`config.mk`:
```
export PLATFORM = sky130hd
export DESIGN_NAME = controlUnit
export DESIGN_NICKNAME = d
export VERILOG_FILES = /design/src/logic/isaPkg.sv /design/src/logic/ctrlPkg.sv /design/src/logic/condEval.sv /design/src/logic/instrDecoder.sv /design/src/logic/microSequencer.sv /design/src/logic/controlUnit.sv
export SDC_FILE = /design/constraint.sdc
export NUM_CORES = 1
export LEC_CHECK = 0
export ABC_AREA = 1
export BUFFER_PORTS_ARGS = -buffer_cell sky130_fd_sc_hd__buf_2
export CAP_MARGIN = 20
export CORE_UTILIZATION = 35
export DETAILED_ROUTE_END_ITERATION = 16
export PLACE_DENSITY = 0.53
export SETUP_SLACK_MARGIN = 0.02
export SYNTH_ARGS = -nofsm -noshare
export SYNTH_HDL_FRONTEND = slang
export SYNTH_HIERARCHICAL = 1
export SYNTH_SLANG_ARGS = --single-unit
export TNS_END_PERCENT = 100
```
`constraint.sdc`:
```
create_clock -name clock -period 8.8 [get_ports clock]
set_clock_uncertainty 0.15 [all_clocks]
set_input_delay 0.44 -clock clock [delete_from_list [all_inputs] [get_ports clock]]
set_output_delay 0.44 -clock clock [all_outputs]
set_load 0.02 [all_outputs]
```
`src/logic/isaPkg.sv`:
```
package isaPkg;

	localparam int instrWidth = 32;    // Instruction word
	localparam int regAddrWidth = 5;   // 32 registers

	localparam logic [regAddrWidth-1:0] linkReg = 5'd30;  // X30, BL return address
	localparam logic [regAddrWidth-1:0] zeroReg = 5'd31;  // XZR

	// Field positions in the instruction word
	localparam int opcodeLsb = 21;     // 11-bit opcode at the top
	localparam int rdLsb = 0;
	localparam int rtLsb = 0;          // Same slot as Rd
	localparam int rnLsb = 5;
	localparam int rmLsb = 16;
	localparam int shamtLsb = 10;
	localparam int shamtWidth = 6;
	localparam int imm12Lsb = 10;
	localparam int imm12Width = 12;
	localparam int imm9Lsb = 12;
	localparam int imm9Width = 9;
	localparam int imm19Lsb = 5;       // CB and B.cond offset
	localparam int imm19Width = 19;
	localparam int imm26Lsb = 0;       // B and BL offset
	localparam int imm26Width = 26;
	localparam int condLsb = 0;
	localparam int condWidth = 4;

	typedef enum logic [4:0] {
		opAdd, opAdds, opSub, opSubs,
		opAnd, opAnds, opOrr, opEor,
		opAddi, opAddis, opSubi, opSubis,
		opAndi, opOrri, opEori,
		opLsl, opLsr,
		opLdur, opStur,
		opB, opBCond, opCbz, opCbnz, opBl, opBr,
		opNop                          // Anything not recognized
	} opcode_e;

	typedef enum logic [3:0] {
		condEq = 4'h0,
		condNe = 4'h1,
		condHs = 4'h2,
		condLo = 4'h3,
		condMi = 4'h4,
		condPl = 4'h5,
		condVs = 4'h6,
		condVc = 4'h7,
		condHi = 4'h8,
		condLs = 4'h9,
		condGe = 4'ha,
		condLt = 4'hb,
		condGt = 4'hc,
		condLe = 4'hd,
		condAl = 4'he,
		condNv = 4'hf                  // Behaves as always
	} cond_e;

	typedef enum logic [1:0] {
		brNone,                        // Step not flag dependent
		brCond,                        // B.cond, condition code on flags
		brZero,                        // CBZ
		brNonZero                      // CBNZ
	} branchKind_e;

endpackage

```
`src/logic/ctrlPkg.sv`:
```
package ctrlPkg;

	localparam int stepWidth = 2;      // Holds a step count of 1 or 2

	// ALU function select, bit 0 inverts B
	typedef enum logic [4:0] {
		fnAnd = 5'b00000,
		fnOr = 5'b00100,
		fnXor = 5'b01100,
		fnAdd = 5'b01000,
		fnSub = 5'b01001,
		fnShl = 5'b10000,
		fnShr = 5'b10100
	} funcSel_e;

	typedef enum logic [1:0] {
		pcHold,
		pcIncrement,
		pcRegister,                    // PC from register A
		pcOffset                       // PC plus K
	} pcFunc_e;

	typedef enum logic [1:0] {
		dsAlu,
		dsMemory,
		dsPcLink,                      // PC onto the data bus for BL
		dsFetch                        // Instruction memory into IR
	} dataSel_e;

	typedef enum logic [1:0] {
		stReset,                       // Idle cycle after reset
		stFetch,
		stStep0,
		stStep1
	} seqState_e;

	// Fetch word, all other fields zero
	localparam logic fetchLoadIr = 1'b1;
	localparam logic fetchAddrSelect = 1'b1;           // Address from PC
	localparam dataSel_e fetchDataSelect = dsFetch;
	localparam pcFunc_e fetchPcFunc = pcIncrement;

	// No-op word only advances the PC
	localparam pcFunc_e nopPcFunc = pcIncrement;

endpackage

```
`src/logic/condEval.sv`:
```
`timescale 1ns/1ps

module condEval (
	input isaPkg::branchKind_e branchKind,
	input isaPkg::cond_e condCode,
	input logic [3:0] status,          // V, C, N, Z
	output logic branchTaken
);

	logic flagV, flagC, flagN, flagZ;
	logic condMet;

	assign {flagV, flagC, flagN, flagZ} = status;

	always_comb begin
		case (condCode)
			isaPkg::condEq: condMet = flagZ;
			isaPkg::condNe: condMet = !flagZ;
			isaPkg::condHs: condMet = flagC;
			isaPkg::condLo: condMet = !flagC;
			isaPkg::condMi: condMet = flagN;
			isaPkg::condPl: condMet = !flagN;
			isaPkg::condVs: condMet = flagV;
			isaPkg::condVc: condMet = !flagV;
			isaPkg::condHi: condMet = flagC && !flagZ;       // Unsigned higher
			isaPkg::condLs: condMet = !flagC || flagZ;
			isaPkg::condGe: condMet = (flagN == flagV);      // Signed compare
			isaPkg::condLt: condMet = (flagN != flagV);
			isaPkg::condGt: condMet = !flagZ && (flagN == flagV);
			isaPkg::condLe: condMet = flagZ || (flagN != flagV);
			default: condMet = 1'b1;                         // AL and NV
		endcase
	end

	always_comb begin
		case (branchKind)
			isaPkg::brCond: branchTaken = condMet;
			isaPkg::brZero: branchTaken = flagZ;
			isaPkg::brNonZero: branchTaken = !flagZ;
			default: branchTaken = 1'b1;                     // Unconditional step
		endcase
	end

endmodule

```
`src/logic/instrDecoder.sv`:
```
`timescale 1ns/1ps

module instrDecoder #(
	parameter int dataWidth = 64       // Width of K
) (
	input logic [isaPkg::instrWidth-1:0] instr,
	output logic [ctrlPkg::stepWidth-1:0] stepCount,
	output isaPkg::branchKind_e branchKind,
	output isaPkg::cond_e condCode,
	output logic s0RegWrite,
	output logic [isaPkg::regAddrWidth-1:0] s0AddrA,
	output logic [isaPkg::regAddrWidth-1:0] s0AddrB,
	output logic [isaPkg::regAddrWidth-1:0] s0AddrD,
	output logic [dataWidth-1:0] s0ConstK,
	output ctrlPkg::funcSel_e s0FuncSel,
	output logic s0BSelect,
	output logic s0CarryIn,
	output logic s0LoadStatus,
	output logic s0RamWrite,
	output logic s0PcSelect,
	output ctrlPkg::pcFunc_e s0PcFunc,
	output ctrlPkg::dataSel_e s0DataSelect,
	output logic s1RegWrite,
	output logic [isaPkg::regAddrWidth-1:0] s1AddrA,
	output logic [isaPkg::regAddrWidth-1:0] s1AddrB,
	output logic [isaPkg::regAddrWidth-1:0] s1AddrD,
	output logic [dataWidth-1:0] s1ConstK,
	output ctrlPkg::funcSel_e s1FuncSel,
	output logic s1BSelect,
	output logic s1CarryIn,
	output logic s1LoadStatus,
	output logic s1RamWrite,
	output logic s1PcSelect,
	output ctrlPkg::pcFunc_e s1PcFunc,
	output ctrlPkg::dataSel_e s1DataSelect
);

	isaPkg::opcode_e opcode;
	logic [isaPkg::instrWidth-1:isaPkg::opcodeLsb] opField;
	logic [isaPkg::regAddrWidth-1:0] rd, rt, rn, rm;
	logic [dataWidth-1:0] imm12Ext, imm9Ext, shamtExt, imm19Ext, imm26Ext, brOffset;
	logic isRegAlu, isImm, isShift, isSub, setFlags;
	ctrlPkg::funcSel_e aluFunc;

	assign opField = instr[isaPkg::instrWidth-1:isaPkg::opcodeLsb];
	assign rd = instr[isaPkg::rdLsb +: isaPkg::regAddrWidth];
	assign rt = instr[isaPkg::rtLsb +: isaPkg::regAddrWidth];
	assign rn = instr[isaPkg::rnLsb +: isaPkg::regAddrWidth];
	assign rm = instr[isaPkg::rmLsb +: isaPkg::regAddrWidth];
	assign condCode = isaPkg::cond_e'(instr[isaPkg::condLsb +: isaPkg::condWidth]);

	// Immediates zero-extended, branch offsets sign-extended
	assign imm12Ext = {{(dataWidth-isaPkg::imm12Width){1'b0}},
		instr[isaPkg::imm12Lsb +: isaPkg::imm12Width]};
	assign imm9Ext = {{(dataWidth-isaPkg::imm9Width){1'b0}},
		instr[isaPkg::imm9Lsb +: isaPkg::imm9Width]};
	assign shamtExt = {{(dataWidth-isaPkg::shamtWidth){1'b0}},
		instr[isaPkg::shamtLsb +: isaPkg::shamtWidth]};
	assign imm19Ext = {{(dataWidth-isaPkg::imm19Width){instr[isaPkg::imm19Lsb+isaPkg::imm19Width-1]}},
		instr[isaPkg::imm19Lsb +: isaPkg::imm19Width]};
	assign imm26Ext = {{(dataWidth-isaPkg::imm26Width){instr[isaPkg::imm26Lsb+isaPkg::imm26Width-1]}},
		instr[isaPkg::imm26Lsb +: isaPkg::imm26Width]};
	assign brOffset = (opcode inside {isaPkg::opB, isaPkg::opBl}) ? imm26Ext : imm19Ext;

	always_comb begin
		casez (opField)
			11'b10001011000: opcode = isaPkg::opAdd;
			11'b10101011000: opcode = isaPkg::opAdds;
			11'b11001011000: opcode = isaPkg::opSub;
			11'b11101011000: opcode = isaPkg::opSubs;
			11'b10001010000: opcode = isaPkg::opAnd;
			11'b11101010000: opcode = isaPkg::opAnds;
			11'b10101010000: opcode = isaPkg::opOrr;
			11'b11001010000: opcode = isaPkg::opEor;
			11'b1001000100?: opcode = isaPkg::opAddi;   // I-format, 10-bit opcode
			11'b1011000100?: opcode = isaPkg::opAddis;
			11'b1101000100?: opcode = isaPkg::opSubi;
			11'b1111000100?: opcode = isaPkg::opSubis;
			11'b1001001000?: opcode = isaPkg::opAndi;
			11'b1011001000?: opcode = isaPkg::opOrri;
			11'b1101001000?: opcode = isaPkg::opEori;
			11'b11010011011: opcode = isaPkg::opLsl;
			11'b11010011010: opcode = isaPkg::opLsr;
			11'b11111000010: opcode = isaPkg::opLdur;
			11'b11111000000: opcode = isaPkg::opStur;
			11'b11010110000: opcode = isaPkg::opBr;
			11'b000101?????: opcode = isaPkg::opB;      // B-format, 6-bit opcode
			11'b100101?????: opcode = isaPkg::opBl;
			11'b01010100???: opcode = isaPkg::opBCond;  // CB-format, 8-bit opcode
			11'b10110100???: opcode = isaPkg::opCbz;
			11'b10110101???: opcode = isaPkg::opCbnz;
			default: opcode = isaPkg::opNop;
		endcase
	end

	assign isRegAlu = opcode inside {isaPkg::opAdd, isaPkg::opAdds, isaPkg::opSub,
		isaPkg::opSubs, isaPkg::opAnd, isaPkg::opAnds, isaPkg::opOrr, isaPkg::opEor};
	assign isImm = opcode inside {isaPkg::opAddi, isaPkg::opAddis, isaPkg::opSubi,
		isaPkg::opSubis, isaPkg::opAndi, isaPkg::opOrri, isaPkg::opEori};
	assign isShift = opcode inside {isaPkg::opLsl, isaPkg::opLsr};
	assign isSub = opcode inside {isaPkg::opSub, isaPkg::opSubs, isaPkg::opSubi, isaPkg::opSubis};
	assign setFlags = opcode inside {isaPkg::opAdds, isaPkg::opSubs, isaPkg::opAnds,
		isaPkg::opAddis, isaPkg::opSubis};

	always_comb begin
		case (opcode)
			isaPkg::opSub, isaPkg::opSubs, isaPkg::opSubi, isaPkg::opSubis: aluFunc = ctrlPkg::fnSub;
			isaPkg::opAnd, isaPkg::opAnds, isaPkg::opAndi: aluFunc = ctrlPkg::fnAnd;
			isaPkg::opOrr, isaPkg::opOrri: aluFunc = ctrlPkg::fnOr;
			isaPkg::opEor, isaPkg::opEori: aluFunc = ctrlPkg::fnXor;
			isaPkg::opLsl: aluFunc = ctrlPkg::fnShl;
			isaPkg::opLsr: aluFunc = ctrlPkg::fnShr;
			default: aluFunc = ctrlPkg::fnAdd;               // Adds and address calc
		endcase
	end

	assign stepCount = (opcode inside {isaPkg::opLdur, isaPkg::opStur, isaPkg::opCbz,
		isaPkg::opCbnz, isaPkg::opBl}) ? 2'd2 : 2'd1;

	always_comb begin
		case (opcode)
			isaPkg::opBCond: branchKind = isaPkg::brCond;    // Decides step 0
			isaPkg::opCbz: branchKind = isaPkg::brZero;      // Decides step 1
			isaPkg::opCbnz: branchKind = isaPkg::brNonZero;
			default: branchKind = isaPkg::brNone;
		endcase
	end

	always_comb begin
		// Both steps start as the no-op word
		s0RegWrite = 1'b0;
		s0AddrA = '0;
		s0AddrB = '0;
		s0AddrD = '0;
		s0ConstK = '0;
		s0FuncSel = ctrlPkg::fnAnd;
		s0BSelect = 1'b0;
		s0CarryIn = 1'b0;
		s0LoadStatus = 1'b0;
		s0RamWrite = 1'b0;
		s0PcSelect = 1'b0;
		s0PcFunc = ctrlPkg::nopPcFunc;
		s0DataSelect = ctrlPkg::dsAlu;
		s1RegWrite = 1'b0;
		s1AddrA = '0;
		s1AddrB = '0;
		s1AddrD = '0;
		s1ConstK = '0;
		s1FuncSel = ctrlPkg::fnAnd;
		s1BSelect = 1'b0;
		s1CarryIn = 1'b0;
		s1LoadStatus = 1'b0;
		s1RamWrite = 1'b0;
		s1PcSelect = 1'b0;
		s1PcFunc = ctrlPkg::nopPcFunc;
		s1DataSelect = ctrlPkg::dsAlu;

		if (isRegAlu || isImm || isShift) begin
			s0RegWrite = 1'b1;
			s0AddrA = rn;
			s0AddrB = isImm ? '0 : rm;                       // Rm slot is immediate bits
			s0AddrD = rd;
			s0ConstK = isImm ? imm12Ext : (isShift ? shamtExt : '0);
			s0FuncSel = aluFunc;
			s0BSelect = isImm || isShift;                    // K as B operand
			s0CarryIn = isSub;                               // Two's complement of B
			s0LoadStatus = setFlags;
		end

		case (opcode)
			isaPkg::opLdur, isaPkg::opStur: begin
				s0RegWrite = (opcode == isaPkg::opLdur);
				s0AddrA = rn;                                // Base register
				s0AddrB = (opcode == isaPkg::opStur) ? rt : '0;  // Store data
				s0AddrD = (opcode == isaPkg::opLdur) ? rt : '0;
				s0ConstK = imm9Ext;
				s0FuncSel = ctrlPkg::fnAdd;
				s0BSelect = 1'b1;
				s0RamWrite = (opcode == isaPkg::opStur);
				s0PcFunc = ctrlPkg::pcHold;
				s0DataSelect = (opcode == isaPkg::opLdur) ? ctrlPkg::dsMemory : ctrlPkg::dsAlu;
			end
			isaPkg::opB, isaPkg::opBCond: begin
				s0PcSelect = 1'b1;
				s0PcFunc = ctrlPkg::pcOffset;
				s0ConstK = brOffset;
			end
			isaPkg::opBr: begin
				s0AddrA = rn;
				s0PcFunc = ctrlPkg::pcRegister;
			end
			isaPkg::opCbz, isaPkg::opCbnz: begin
				s0AddrA = rt;                                // Rt minus XZR sets Z
				s0AddrB = isaPkg::zeroReg;
				s0FuncSel = ctrlPkg::fnSub;
				s0CarryIn = 1'b1;
				s0PcFunc = ctrlPkg::pcHold;
			end
			isaPkg::opBl: begin
				s0RegWrite = 1'b1;
				s0AddrD = isaPkg::linkReg;
				s0PcFunc = ctrlPkg::pcHold;
				s0DataSelect = ctrlPkg::dsPcLink;            // Return address into X30
			end
			default: begin
			end
		endcase

		if (opcode inside {isaPkg::opLdur, isaPkg::opStur}) begin
			// Second memory cycle repeats step 0, then moves on
			s1RegWrite = s0RegWrite;
			s1AddrA = s0AddrA;
			s1AddrB = s0AddrB;
			s1AddrD = s0AddrD;
			s1ConstK = s0ConstK;
			s1FuncSel = s0FuncSel;
			s1BSelect = s0BSelect;
			s1DataSelect = s0DataSelect;
			s1PcFunc = ctrlPkg::pcIncrement;
		end else if (opcode inside {isaPkg::opBl, isaPkg::opCbz, isaPkg::opCbnz}) begin
			s1PcSelect = 1'b1;                               // Branch word
			s1PcFunc = ctrlPkg::pcOffset;
			s1ConstK = brOffset;
		end
	end

endmodule

```
`src/logic/microSequencer.sv`:
```
`timescale 1ns/1ps

module microSequencer #(
	parameter int dataWidth = 64
) (
	input logic clock,
	input logic rstN,
	input logic [3:0] status,
	input logic [ctrlPkg::stepWidth-1:0] stepCount,
	input isaPkg::branchKind_e branchKind,
	input isaPkg::cond_e condCode,
	input logic s0RegWrite,
	input logic [isaPkg::regAddrWidth-1:0] s0AddrA,
	input logic [isaPkg::regAddrWidth-1:0] s0AddrB,
	input logic [isaPkg::regAddrWidth-1:0] s0AddrD,
	input logic [dataWidth-1:0] s0ConstK,
	input ctrlPkg::funcSel_e s0FuncSel,
	input logic s0BSelect,
	input logic s0CarryIn,
	input logic s0LoadStatus,
	input logic s0RamWrite,
	input logic s0PcSelect,
	input ctrlPkg::pcFunc_e s0PcFunc,
	input ctrlPkg::dataSel_e s0DataSelect,
	input logic s1RegWrite,
	input logic [isaPkg::regAddrWidth-1:0] s1AddrA,
	input logic [isaPkg::regAddrWidth-1:0] s1AddrB,
	input logic [isaPkg::regAddrWidth-1:0] s1AddrD,
	input logic [dataWidth-1:0] s1ConstK,
	input ctrlPkg::funcSel_e s1FuncSel,
	input logic s1BSelect,
	input logic s1CarryIn,
	input logic s1LoadStatus,
	input logic s1RamWrite,
	input logic s1PcSelect,
	input ctrlPkg::pcFunc_e s1PcFunc,
	input ctrlPkg::dataSel_e s1DataSelect,
	output logic regWrite,
	output logic [isaPkg::regAddrWidth-1:0] addrA,
	output logic [isaPkg::regAddrWidth-1:0] addrB,
	output logic [isaPkg::regAddrWidth-1:0] addrD,
	output logic [dataWidth-1:0] constK,
	output ctrlPkg::funcSel_e funcSel,
	output logic bSelect,
	output logic carryIn,
	output logic loadStatus,
	output logic ramWrite,
	output logic pcSelect,
	output ctrlPkg::pcFunc_e pcFunc,
	output logic loadIr,
	output logic addrSelect,
	output ctrlPkg::dataSel_e dataSelect
);

	ctrlPkg::seqState_e state, nextState;
	logic branchTaken;
	logic stepSel;                     // Step 1 word selected
	logic loadStep;                    // Step word goes out, else no-op

	condEval condEval_inst (
		.branchKind(branchKind),
		.condCode(condCode),
		.status(status),
		.branchTaken(branchTaken)
	);

	// Only a one-step branch is gated in step 0, step 1 always follows the flags
	assign stepSel = (state == ctrlPkg::stStep1);
	assign loadStep = ((state == ctrlPkg::stStep0) && (stepCount == 2'd2 || branchTaken)) ||
		(stepSel && branchTaken);

	always_comb begin
		case (state)
			ctrlPkg::stReset: nextState = ctrlPkg::stFetch;
			ctrlPkg::stFetch: nextState = ctrlPkg::stStep0;
			ctrlPkg::stStep0: nextState = (stepCount == 2'd2) ? ctrlPkg::stStep1 : ctrlPkg::stFetch;
			default: nextState = ctrlPkg::stFetch;
		endcase
	end

	always_ff @(posedge clock) begin
		if (!rstN) begin
			state <= ctrlPkg::stReset;
		end else begin
			state <= nextState;
		end
	end

	always_ff @(posedge clock) begin
		// All-zero word in reset and the idle cycle
		regWrite <= 1'b0;
		addrA <= '0;
		addrB <= '0;
		addrD <= '0;
		constK <= '0;
		funcSel <= ctrlPkg::fnAnd;
		bSelect <= 1'b0;
		carryIn <= 1'b0;
		loadStatus <= 1'b0;
		ramWrite <= 1'b0;
		pcSelect <= 1'b0;
		pcFunc <= ctrlPkg::pcHold;
		loadIr <= 1'b0;
		addrSelect <= 1'b0;
		dataSelect <= ctrlPkg::dsAlu;
		if (rstN) begin
			if (state == ctrlPkg::stFetch) begin
				loadIr <= ctrlPkg::fetchLoadIr;
				addrSelect <= ctrlPkg::fetchAddrSelect;
				dataSelect <= ctrlPkg::fetchDataSelect;
				pcFunc <= ctrlPkg::fetchPcFunc;
			end else if (loadStep) begin
				regWrite <= stepSel ? s1RegWrite : s0RegWrite;
				addrA <= stepSel ? s1AddrA : s0AddrA;
				addrB <= stepSel ? s1AddrB : s0AddrB;
				addrD <= stepSel ? s1AddrD : s0AddrD;
				constK <= stepSel ? s1ConstK : s0ConstK;
				funcSel <= stepSel ? s1FuncSel : s0FuncSel;
				bSelect <= stepSel ? s1BSelect : s0BSelect;
				carryIn <= stepSel ? s1CarryIn : s0CarryIn;
				loadStatus <= stepSel ? s1LoadStatus : s0LoadStatus;
				ramWrite <= stepSel ? s1RamWrite : s0RamWrite;
				pcSelect <= stepSel ? s1PcSelect : s0PcSelect;
				pcFunc <= stepSel ? s1PcFunc : s0PcFunc;
				dataSelect <= stepSel ? s1DataSelect : s0DataSelect;
			end else if (state != ctrlPkg::stReset) begin
				pcFunc <= ctrlPkg::nopPcFunc;                // Branch not taken
			end
		end
	end

endmodule

```
`src/logic/controlUnit.sv`:
```
`timescale 1ns/1ps

module controlUnit #(
	parameter int dataWidth = 64       // Datapath width, also runs at 32
) (
	input logic clock,
	input logic rstN,
	input logic [isaPkg::instrWidth-1:0] instr,
	input logic [3:0] status,          // V, C, N, Z from the datapath
	output logic regWrite,
	output logic [isaPkg::regAddrWidth-1:0] addrA,
	output logic [isaPkg::regAddrWidth-1:0] addrB,
	output logic [isaPkg::regAddrWidth-1:0] addrD,
	output logic [dataWidth-1:0] constK,
	output ctrlPkg::funcSel_e funcSel,
	output logic bSelect,
	output logic carryIn,
	output logic loadStatus,
	output logic ramWrite,
	output logic pcSelect,
	output ctrlPkg::pcFunc_e pcFunc,
	output logic loadIr,
	output logic addrSelect,
	output ctrlPkg::dataSel_e dataSelect
);

	// Decoder to sequencer, connected by name
	logic [ctrlPkg::stepWidth-1:0] stepCount;
	isaPkg::branchKind_e branchKind;
	isaPkg::cond_e condCode;
	logic s0RegWrite, s0BSelect, s0CarryIn, s0LoadStatus, s0RamWrite, s0PcSelect;
	logic s1RegWrite, s1BSelect, s1CarryIn, s1LoadStatus, s1RamWrite, s1PcSelect;
	logic [isaPkg::regAddrWidth-1:0] s0AddrA, s0AddrB, s0AddrD;
	logic [isaPkg::regAddrWidth-1:0] s1AddrA, s1AddrB, s1AddrD;
	logic [dataWidth-1:0] s0ConstK, s1ConstK;
	ctrlPkg::funcSel_e s0FuncSel, s1FuncSel;
	ctrlPkg::pcFunc_e s0PcFunc, s1PcFunc;
	ctrlPkg::dataSel_e s0DataSelect, s1DataSelect;

	instrDecoder #(.dataWidth(dataWidth)) instrDecoder_inst (.*);

	microSequencer #(.dataWidth(dataWidth)) microSequencer_inst (.*);

endmodule

```
==> results.yml <==
status:
  status: "complete, no violations"
die:
  die_h_um: 143.5
  ioPinCount: 134
  core-area_um2: 19530
  die_x_um: 143.5
  rows: 51
  design.die.area_um2: 20590
  start_util_pct: 35.88
sta:
  slew_headroom_pct: 31.61
  final.period_utilization_pct: 58.50
  setup_slack_ns: 3.652
  fmax_mhz: 194.2
  hold_slack_ns: 0.2161
  tightest_slew_ns: 1.026
  rsz0062_at_grt: "false"
  setup_tns_ns: 0
  slew_viol_final: 0
  fin_crit_ns: 5.148
  setup_viol: 0
  final_hold_viol_count: 0
synthesis:
  yosys_warnings: 6
  synth-edff-count: 0
  seq_area_frac_synth_pct: 27.72
  synth_xor_area_share_pct: 0
  yosys.area.top_type_share_pct: 27.72
  synthSimpleGateAreaFrac_pct: 33.29
  synth_cell_types: 36
  ys.flop_type: "dfxtp_1"
  avgSynthCellArea_um2: 6.697
  synth_area_leaders: "dfxtp_1 (28%), nand2_1 (17%), a21oi_2 (11%), buf_4 (10%), nor2_1 (5.2%)"
  synthesis.area_um2: 7005
  synthCells: 1046
  synth_largest_area_cell: "dfxtp_1"
  synth_async_sr_flop_share_pct: 0
  synth_seq_cells: 97
  synth_fa_ha_area_share_pct: 1.250
  synth_top_family_by_area: "simple AND/OR/NAND/NOR gates"
  muxShareOfSynthArea_pct: 0.4286
  synth_compound_area_share_pct: 18.36
min_path:
  hold_path.class: "input port to flop"
  min_path_cells: 3
critical_path:
  cp-end-kind: "flop"
  crit_fanout: 47
  crit_type: "input port to flop"
  crit_required_ns: 8.86
  rr_worst_depth: 7
  cp-start-kind: "input port"
  crit_arrival_ns: 5.21
grt:
  grt_max_degree: 97
  grt_pass1_vias: 5736
  antenna_found_initial: 0
  grt-ovfl-total: 0
  grt_pass1_wl_um: 29810
  grt_use_total_pct: 18.58
clocking:
  cts.clk_slew.worst_paths_ns: 0.08
  cts_buffers: 9
  cts_setup_buffers: 0
  hold_buffers: 0
  cts_tree: "yes"
  cts_max_level: 3
  clock-sinks: 97
  cts_root_buf: "clkbuf_16"
  cts_resized: 0
  cts_max_path_buffers: 2
  clock_latency_ns: 0.35
run:
  drv_cap: 0
routing:
  vias_per_cell: 4.708
  drt_wl_total_um: 18710
  drt-pass1-iter-count: 7
  post_drt_wl_per_cell_um: 13.95
  final_antenna_net_count: 0
  drtIter0Drc: 416
  vias: 6313
  drc: 0
power:
  total_power_uw: 972.2
  clkPwrFrac_pct: 43.3
  p_leak_uw: 0.003419
  vdd_drop_max_mv: 0.07781
  switchingPower_uw: 272.9
  intPower_uw: 699.2
  combPwrFrac_pct: 11.3
  power_density_nw_per_um2: 130.5
  p_seq_share_pct: 45.4
  netSwitchingFraction_pct: 28.08
placement:
  dp_hpwl_um: 13730
  dp.cells: 1325
  preCtsSetupSlack_ns: 3.343
  gp_congestion: 0.9324
  portBuffers: 133
layout:
  drive_above_1_share_pct: 29.55
  area_growth_pct: 6.305
  nNetsFinal: 1116
  fillers: 2187
  num_antenna_cells: 0
  multi_input_area_um2: 3781
  layout.cells.non_filler: 1341
  ff_latch_area_um2: 1942
cells by family after synthesis:
family                   after synthesis
AND/OR/NAND/NOR                      533
buffers and inverters                228
AO/OA/AOI/OAI                        176
flip-flops                            97
adder cells (fa/ha/maj)                7
multiplexers                           3
other                                  2
worst max-delay path, stage by stage:
cell,delay [ns]
buf_2,0.11
inv_1,0.08
nand2_1,0.09
inv_1,0.12
nand3_2,0.59
nand2_1,0.25
nor2_1,0.06
nand3_1,0.12
inv_1,0.08
nand2_1,0.09
inv_1,0.05
ha_1,0.25
inv_1,0.14
a21oi_1,0.08
buf_4,0.19
nor2_1,0.42
inv_2,0.16
nor2_4,0.17
inv_2,0.05
nand3_1,0.13
nand2_2,0.10
nand3_4,0.60
buf_4,0.73
a21oi_1,0.07
power groups by stage:
stage               Combinational (uW)  Clock (uW)  Sequential, uW
floorplan                         87.8           0             454
global placement                   109           0             452
detailed placement                 109           0             452
CTS                                109         432             442
global route                       122         449             442
finish                             109         421             442
final cells by class:
| cell class | count | share of cell area [%] |
|---|---|---|
| multi-input cells | 729 | 50.77 |
| flip-flops and latches | 97 | 26.08 |
| repair buffers | 141 | 9.745 |
| inverters | 93 | 4.688 |
| well taps | 265 | 4.452 |
| clock buffers | 9 | 3.024 |
| clock inverters | 7 | 1.243 |
flip-flops by register name, indices dropped and copies added (netlist names), 2 cells and up:
register	count
microSequencer_inst/state	2
microSequencer_inst/addrD	5
microSequencer_inst/constK	64
microSequencer_inst/pcFunc	2
microSequencer_inst/addrA	5
microSequencer_inst/funcSel	5
microSequencer_inst/addrB	5
microSequencer_inst/dataSelect	2
per-layer routing:
metal | GRT usage (%) | share of wire [%]
met5 | 0 | 0
met4 | 6.719 | 2.3
met3 | 3.432 | 5.1
met2 | 30.10 | 45
met1 | 24.46 | 47
path summary, 6_finish.rpt:
check | slack (ns) | endpoint | startpoint
min | 0.22 | microSequencer_inst/state[0] | rstN
min reg2reg | 0.49 | microSequencer_inst/state[0] | microSequencer_inst/state[0]
max reg2reg | 5.38 | microSequencer_inst/constK[4] | microSequencer_inst/state[0]
max | 3.65 | microSequencer_inst/constK[45] | instr[27]
cell usage in the layout, fill, tap and decap left out, types with 4 or more instances in the layout:
cell type  netlist  layout
buf_2           20     133
nand2_1        326     326
nand2_2         12      12
dfxtp_1         97      97
o21ai_2          4       4
a21oi_1         26      26
nor2_2          14      16
clkbuf_16        0       9
ha_1             7       6
nor2_4           5       5
o31ai_1          5       5
conb_1           2      10
inv_2           14      15
o21ai_0         32      32
o22ai_1          8       8
nand3_2          9       9
buf_4           95       8
inv_1           79      78
nand3_1         55      55
a21oi_2         90      90
a22oi_1          7       7
nor2_1          97      95
Yosys cell counts, types with 8 or more instances:
| library cell | count |
|---|---|
| a21oi_2 | 90 |
| nand2_2 | 12 |
| o22ai_1 | 8 |
| nand3_1 | 55 |
| o21ai_0 | 32 |
| buf_2 | 20 |
| buf_6 | 11 |
| nor2_1 | 97 |
| a21oi_1 | 26 |
| nand3_2 | 9 |
| inv_2 | 14 |
| nand2_1 | 326 |
| buf_4 | 95 |
| dfxtp_1 | 97 |
| inv_1 | 79 |
| nor2_2 | 14 |
metrics by stage:
| stage | util [%] | cell area [um2] |
|---|---|---|
| 6_report | 38.14 | 7447 |
| 5_1_grt | 38.14 | 7447 |
| 2_1_floorplan | - | 7036 |
| 4_1_cts | 38.14 | 7447 |
| 3_5_place_dp | 36.51 | 7129 |
| 3_3_place_gp | 36.51 | 7129 |
Power figures use the tool's default switching activity.
